## src/design/dispatchPkg.sv

```systemverilog
// dispatch widths and packet layouts; fixed four-lane group, counts are raw occupancy values
`default_nettype none

package dispatchPkg;

  localparam int dispatchWidth  = 4;   // lanes per group
  localparam int checkpoints    = 8;
  localparam int checkpointsLog = 3;
  localparam int sizeLsq        = 16;  // load queue and store queue each
  localparam int sizeIssueQ     = 32;
  localparam int sizeActiveList = 64;
  localparam int physRegLog     = 7;
  localparam int archRegLog     = 5;
  localparam int pcWidth        = 32;

  typedef logic [checkpoints-1:0]    branchMaskT;
  typedef logic [checkpointsLog-1:0] checkpointIdT;
  typedef logic [physRegLog-1:0]     physRegT;
  typedef logic [archRegLog-1:0]     archRegT;
  typedef logic [pcWidth-1:0]        pcT;

  // renamed instruction, only the fields dispatch reads or routes
  typedef struct packed {
    archRegT      archDest;
    logic         isStore;
    logic         isLoad;
    branchMaskT   branchMask;
    checkpointIdT checkpointId;
    physRegT      physSrc1;
    physRegT      physSrc2;
    physRegT      physDest;
    pcT           pc;
  } renamedPktT;

  // issue queue entry, mask already updated for verified branches
  typedef struct packed {
    archRegT      archDest;
    logic         isStore;
    logic         isLoad;
    branchMaskT   branchMask;
    checkpointIdT checkpointId;
    physRegT      physSrc1;
    physRegT      physSrc2;
    physRegT      physDest;
  } issueqPktT;

  typedef struct packed {
    logic    isLoad;
    logic    isStore;
    pcT      pc;
    archRegT archDest;
    physRegT physDest;   // freed at retire via the arch mapping
  } alPktT;

  typedef struct packed {
    branchMaskT branchMask;
    logic       isStore;
    logic       isLoad;
  } lsqPktT;

  // occupancy reported by the back-end structures
  typedef struct packed {
    logic [3:0] spare;          // reserved
    logic [4:0] loadQueueCnt;
    logic [4:0] storeQueueCnt;
    logic [5:0] issueQueueCnt;
    logic [6:0] activeListCnt;
  } occupancyT;

  typedef struct packed {
    logic         valid;
    checkpointIdT checkpointId;
  } ctrlVerifyT;

endpackage

`default_nettype wire

```

## src/design/capacityCheck.sv

```systemverilog
// group always takes a full four entries in issue queue and active list, counts assumed <= capacity
`timescale 1ns/1ns
`default_nettype none

module capacityCheck
  import dispatchPkg::*;
(
  input  renamedPktT renamedGroup_i [dispatchWidth],
  input  occupancyT  occupancy_i,
  output logic       stall_o
);

  logic [2:0] loadCnt;     // up to four per group
  logic [2:0] storeCnt;
  logic [5:0] loadSum;
  logic [5:0] storeSum;
  logic [6:0] issueSum;
  logic [7:0] activeSum;

  always_comb
  begin
    loadCnt  = '0;
    storeCnt = '0;
    for (int i = 0; i < dispatchWidth; i++)
    begin
      loadCnt  = loadCnt + {2'b00, renamedGroup_i[i].isLoad};
      storeCnt = storeCnt + {2'b00, renamedGroup_i[i].isStore};
    end
  end

  // sums are one bit wider than the counts so nothing wraps
  assign loadSum   = {1'b0, occupancy_i.loadQueueCnt} + {3'b000, loadCnt};
  assign storeSum  = {1'b0, occupancy_i.storeQueueCnt} + {3'b000, storeCnt};
  assign issueSum  = {1'b0, occupancy_i.issueQueueCnt} + 7'(dispatchWidth);
  assign activeSum = {1'b0, occupancy_i.activeListCnt} + 8'(dispatchWidth);

  assign stall_o = (loadSum > 6'(sizeLsq))
                 | (storeSum > 6'(sizeLsq))
                 | (issueSum > 7'(sizeIssueQ))
                 | (activeSum > 8'(sizeActiveList));

endmodule

`default_nettype wire

```

## src/design/branchMaskClear.sv

```systemverilog
// one verify report per cycle, clears a single checkpoint bit in every lane
`timescale 1ns/1ns
`default_nettype none

module branchMaskClear
  import dispatchPkg::*;
(
  input  renamedPktT renamedGroup_i [dispatchWidth],
  input  ctrlVerifyT ctrlVerify_i,
  output branchMaskT clearedMask_o [dispatchWidth]
);

  branchMaskT keepMask;   // zero only at the verified checkpoint

  always_comb
  begin
    keepMask = '1;
    if (ctrlVerify_i.valid)
      keepMask[ctrlVerify_i.checkpointId] = 1'b0;
  end

  always_comb
  begin
    for (int i = 0; i < dispatchWidth; i++)
      clearedMask_o[i] = renamedGroup_i[i].branchMask & keepMask;
  end

endmodule

`default_nettype wire

```

## src/design/packetFormer.sv

```systemverilog
// pure field routing; the lane mask comes from the clear logic, never from the raw packet
`timescale 1ns/1ns
`default_nettype none

module packetFormer
  import dispatchPkg::*;
(
  input  renamedPktT renamedGroup_i [dispatchWidth],
  input  branchMaskT clearedMask_i  [dispatchWidth],
  output issueqPktT  issueqPkt_o    [dispatchWidth],
  output alPktT      alPkt_o        [dispatchWidth],
  output lsqPktT     lsqPkt_o       [dispatchWidth]
);

  always_comb
  begin
    for (int i = 0; i < dispatchWidth; i++)
    begin
      // issue queue gets everything but the pc
      issueqPkt_o[i].archDest     = renamedGroup_i[i].archDest;
      issueqPkt_o[i].isStore      = renamedGroup_i[i].isStore;
      issueqPkt_o[i].isLoad       = renamedGroup_i[i].isLoad;
      issueqPkt_o[i].branchMask   = clearedMask_i[i];
      issueqPkt_o[i].checkpointId = renamedGroup_i[i].checkpointId;
      issueqPkt_o[i].physSrc1     = renamedGroup_i[i].physSrc1;
      issueqPkt_o[i].physSrc2     = renamedGroup_i[i].physSrc2;
      issueqPkt_o[i].physDest     = renamedGroup_i[i].physDest;

      alPkt_o[i].isLoad   = renamedGroup_i[i].isLoad;
      alPkt_o[i].isStore  = renamedGroup_i[i].isStore;
      alPkt_o[i].pc       = renamedGroup_i[i].pc;        // for precise exceptions
      alPkt_o[i].archDest = renamedGroup_i[i].archDest;
      alPkt_o[i].physDest = renamedGroup_i[i].physDest;

      // lsq only needs the mask for squash and the access kind
      lsqPkt_o[i].branchMask = clearedMask_i[i];
      lsqPkt_o[i].isStore    = renamedGroup_i[i].isStore;
      lsqPkt_o[i].isLoad     = renamedGroup_i[i].isLoad;
    end
  end

endmodule

`default_nettype wire

```

## src/design/dispatchLatch.sv

```systemverilog
// holds one group per cycle; valid drops after any cycle without a load, payload then holds
`timescale 1ns/1ns
`default_nettype none

module dispatchLatch
  import dispatchPkg::*;
#(
  parameter type payloadT = logic
)
(
  input  logic    clk,
  input  logic    rstN_i,
  input  logic    load_i,
  input  payloadT payload_i [dispatchWidth],
  output payloadT payload_o [dispatchWidth],
  output logic    valid_o
);

  payloadT payloadQ [dispatchWidth];
  logic    validQ;

  always_ff @(posedge clk)
  begin
    if (!rstN_i)
    begin
      validQ <= 1'b0;
      for (int i = 0; i < dispatchWidth; i++)
        payloadQ[i] <= '0;
    end
    else
    begin
      validQ <= load_i;          // one cycle behind accept
      if (load_i)
        payloadQ <= payload_i;
    end
  end

  assign payload_o = payloadQ;
  assign valid_o   = validQ;

endmodule

`default_nettype wire

```

## src/design/dispatch.sv

```systemverilog
// four-wide dispatch; rename must hold its group while backEndReady_o is low
`timescale 1ns/1ns
`default_nettype none

module dispatch
  import dispatchPkg::*;
(
  input  logic       clk,
  input  logic       rstN_i,
  input  logic       renameReady_i,      // rename holds a full group
  input  logic       flagRecoverEx_i,    // mispredict recovery in progress
  input  ctrlVerifyT ctrlVerify_i,
  input  renamedPktT renamedGroup_i [dispatchWidth],
  input  occupancyT  occupancy_i,

  // masks fed back so a stalled group in the rename register stays current
  output branchMaskT updatedMask_o  [dispatchWidth],
  output logic       backEndReady_o,
  output logic       stallFrontEnd_o,

  output issueqPktT  issueqPkt_o    [dispatchWidth],
  output alPktT      alPkt_o        [dispatchWidth],
  output lsqPktT     lsqPkt_o       [dispatchWidth],
  output logic       dispatchValid_o
);

  logic      capStall;
  logic      accept;
  issueqPktT issueqNext [dispatchWidth];
  alPktT     alNext     [dispatchWidth];
  lsqPktT    lsqNext    [dispatchWidth];

  capacityCheck u_capacityCheck (
    .renamedGroup_i (renamedGroup_i),
    .occupancy_i    (occupancy_i),
    .stall_o        (capStall)
  );

  branchMaskClear u_branchMaskClear (
    .renamedGroup_i (renamedGroup_i),
    .ctrlVerify_i   (ctrlVerify_i),
    .clearedMask_o  (updatedMask_o)
  );

  packetFormer u_packetFormer (
    .renamedGroup_i (renamedGroup_i),
    .clearedMask_i  (updatedMask_o),
    .issueqPkt_o    (issueqNext),
    .alPkt_o        (alNext),
    .lsqPkt_o       (lsqNext)
  );

  // stall reports capacity only; ready also folds in rename and recovery
  assign accept          = renameReady_i & ~flagRecoverEx_i & ~capStall;
  assign backEndReady_o  = accept;
  assign stallFrontEnd_o = capStall;

  dispatchLatch #(.payloadT(issueqPktT)) u_issueqLatch (
    .clk       (clk),
    .rstN_i    (rstN_i),
    .load_i    (accept),
    .payload_i (issueqNext),
    .payload_o (issueqPkt_o),
    .valid_o   (dispatchValid_o)   // all three latches load together
  );

  dispatchLatch #(.payloadT(alPktT)) u_alLatch (
    .clk       (clk),
    .rstN_i    (rstN_i),
    .load_i    (accept),
    .payload_i (alNext),
    .payload_o (alPkt_o),
    .valid_o   ()
  );

  dispatchLatch #(.payloadT(lsqPktT)) u_lsqLatch (
    .clk       (clk),
    .rstN_i    (rstN_i),
    .load_i    (accept),
    .payload_i (lsqNext),
    .payload_o (lsqPkt_o),
    .valid_o   ()
  );

endmodule

`default_nettype wire

```

## config.mk

```make
export PLATFORM = sky130hd
export DESIGN_NAME = dispatch
export DESIGN_NICKNAME = d
export VERILOG_FILES = /design/src/design/dispatchPkg.sv /design/src/design/capacityCheck.sv /design/src/design/branchMaskClear.sv /design/src/design/packetFormer.sv /design/src/design/dispatchLatch.sv /design/src/design/dispatch.sv
export SDC_FILE = /design/constraint.sdc
export NUM_CORES = 1
export LEC_CHECK = 0
export BUFFER_PORTS_ARGS = -buffer_cell sky130_fd_sc_hd__buf_2
export CORE_AREA = 2 2 284 286
export DETAILED_ROUTE_END_ITERATION = 7
export DIE_AREA = 0 0 286 288
export MAX_ROUTING_LAYER = met4
export SYNTH_ARGS = -nofsm -noshare
export SYNTH_HDL_FRONTEND = slang
export SYNTH_SLANG_ARGS = --single-unit
```

## constraint.sdc

```tcl
create_clock -name clk -period 3.35 [get_ports clk]
set_clock_uncertainty 0.15 [all_clocks]
set_input_delay 0.1675 -clock clk [delete_from_list [all_inputs] [get_ports clk]]
set_output_delay 0.1675 -clock clk [all_outputs]
set_load 0.05 [all_outputs]
```

==> run_results.csv <==
group,metric,value,unit
worst_setup_path,critPathCaptureType,"output port",
pwr,p_sw,2.295,mW
global_route,track_usage,11.44,%
finish,finalNetCount,2694,
placement,hpwl,35.55,mm
placement,io_buffers,729,
synth,ys.flop_type,"dfxtp_1",
die,rows,104,
synth,yosysUniqueCellTypes,36,
die,die_h,288,um
die,core-area,79640,sq um
worst_setup_path,start_kind,"input port",
run,drv_cap,0,
finish,area_delta_synth_final,64.18,%
clock_network,insertion_delay,540,ps
worst_setup_path,arrival,2970,ps
clock_network,cts.sinks,285,
sta,finalCritPeriodShare,98.15,%
worst_setup_path,reg2reg_setup_slack,2350,ps
global_route,grt_pass1_wl,71.44,mm
synth,synth_edf_count,0,
global_route,antenna_found_initial,5,
hold_path,hold_class,"in2reg",
sta,setup_violations,0,
pwr,peakVddDrop,0.3196,mV
outcome,status,"finished clean",
placement,placed_cell_area,17070,sq um
sta,period_minus_slack,3288,ps
synth,ys_seq_area_share,43.99,%
sta,timing.hold.ws,63.93,ps
die,die_area,82370,sq um
routing,first_iter_violations,428,
sta,relSlewSlack,50.74,%
routing,firstDrtPassIters,5,
pwr,p_int,6.266,mW
synth,synthCells,1437,
clock_network,cts_buffer_depth,3,
clock_network,cts_tree,"built",
global_route,grt_overflow,0,
pwr,p_leak,9.730,nW
worst_setup_path,critPathMaxFanout,2,
synth,ys_ff_latch,285,
pwr,powerDensity,402.0,nW/um^2
synth,synthArstFlopShare,0,%
pwr,p_sw_share,26.81,%
finish,fin_area,21300,sq um
routing,drc_errors,0,
synth,ys_warn_count,0,
clock_network,cts-root-buf,"clkbuf_16",
finish,drive_gt1_share,36.10,%
synth,syn_area,12970,sq um
sta,slew_violations,0,
routing,wire_per_inst,14.62,um
worst_setup_path,r2r.worst_path.cells,2,
routing,drt-total-wl,50.39,mm
sta,clock.fmax,304.1,MHz
die,ioPinCount,734,
sta,tns,0,ps
clock_network,clkTransAtPathRegs,60,ps
clock_network,numCtsBuffers,36,
sta,setup_ws,61.93,ps
clock_network,htreeDepth,2,
die,start_util,16.29,%
worst_setup_path,r2r_start,"u_issueqLatch.payload_o[25]",
placement,place_ws,-476.2,ps
pwr,p_seq_share,40.4,%
hold_path,min_to,"u_issueqLatch.payload_o[141]",
pwr,clockPowerShare,43.9,%
die,die_x,286,um
sta,rsz0062_at_grt,"true",
worst_setup_path,criticalPathCategory,"in2out",
finish,final_common_cell,"buf_2",
global_route,grt_pass1_vias,12500,
routing,viasPerCell,3.762,
routing,antenna_left,0,
routing,vias,12970,
finish,utilization,26.74,%
sta,hold_violations,0,
worst_setup_path,r2r-end,"u_issueqLatch.payload_o[25]",
sta,tightestPinTransition,739.0,ps
synth,syn_area_per_cell,9.027,sq um
worst_setup_path,worst_ep_required_time,3030,ps
pwr,combPwrFrac,15.7,%
finish,final_cell_mix,"buf_2 (724), nand2_1 (573), dfxtp_1 (285), mux2i_1 (284), dlygate4sd3_1 (283)",
placement,place.gp.congestion,0.8437,
hold_path,min-delay-start,"renamedGroup_i[269]",
global_route,grt_max_degree,98,
synth,syn_nets,1770,
hold_path,whs_path_depth,4,
-- critical path: stages --
cell and delay [ps]:
buf_8 100, ha_4 250, inv_2 30, fa_1 480
inv_1 40, ha_2 170, inv_2 60, fa_2 430
and3b_1 190, and4_1 150, a311oi_2 250, o221ai_2 140
and4bb_4 230, buf_12 130, buf_12 140
-- area by class of cell --
cell class | instances | area [sq um]
clock inverters | 9 | 85.08
inverters | 17 | 63.81
flip-flops and latches | 285 | 5705
diodes | 2 | 5.005
repair buffers | 1077 | 7298
multi-input cells | 944 | 5767
clock buffers | 53 | 1046
well taps | 1060 | 1326
fillers | 8356 | 58340
-- cell usage after synthesis, types with 5 or more instances --
master / number / area (sq um)
nand2_1: 573 / 2151
dfxtp_1: 285 / 5705
mux2i_1: 284 / 2843
buf_4: 100 / 750.7
clkbuf_1: 63 / 236.5
and2_1: 33 / 206.5
buf_12: 22 / 440.4
inv_1: 17 / 63.81
ha_1: 10 / 125.1
buf_8: 5 / 75.07
nand3_1: 5 / 25.02
nor2b_1: 5 / 31.28
-- cells by family after synthesis --
logic type / after synthesis / share of synthesized area [%]
simple gates: 630 / 19.35
flops: 285 / 43.99
mux: 284 / 21.92
buf+inv: 208 / 12.16
fa+ha+maj: 14 / 1.582
compound gates: 13 / 0.8006
xor+xnor: 3 / 0.2026
-- flip-flops by register name, indices dropped and copies added (netlist names) --
signal,count
u_issueqLatch.payload_o,84
u_lsqLatch.payload_o,16
u_issueqLatch.valid_o,1
u_alLatch.payload_o,184
-- power by group through the flow --
stage	sequential, mW	combinational (mW)	clock (mW)
after floorplan	3.66	0.523	0
after global placement	3.53	1.04	0
after detailed placement	3.53	1.04	0
after CTS	3.46	1.32	3.89
after global routing	3.46	1.44	4.02
final	3.46	1.35	3.76
-- per-stage QoR --
step,power [mW],std cells
2_1_floorplan,4.185,1437
3_3_place_gp,4.572,3093
3_5_place_dp,4.573,3093
4_1_cts,8.667,3442
5_1_grt,8.922,3447
6_report,8.560,3447
-- routing by layer --
layer,up-vias,share of wire [%],track usage (%)
met4,0,5.2,6.230
met5,-,0,-
met3,125,7.1,2.750
met2,569,48,18.94
li1,6380,-,-
met1,5895,40,12.69
-- how the worst max path moves through the flow --
stage          slack [ps]                     endpoint  cells after the start                start
5_1_grt              -110      u_alLatch.payload_o[26]                     17  renamedGroup_i[207]
2_1_floorplan          -4        u_issueqLatch.valid_o                     16  renamedGroup_i[206]
4_1_cts                 5               backEndReady_o                     16  renamedGroup_i[206]
6_report               60               backEndReady_o                     15  renamedGroup_i[277]
3_5_place_dp         -480     u_alLatch.payload_o[160]                     16  renamedGroup_i[206]
3_3_place_gp         -420  u_issueqLatch.payload_o[26]                     16  renamedGroup_i[206]
-- timing repair --
action                                  in CTS  in global routing
cloned                                       1                  3
hold buffers                               283                  0
endpoints found under the hold margin      278                  0
endpoints found under the setup margin       1                283
setup buffers                                3                  0
resized for setup                            9                 22
pin swaps                                    3                  5
Power figures use the tool's default switching activity.
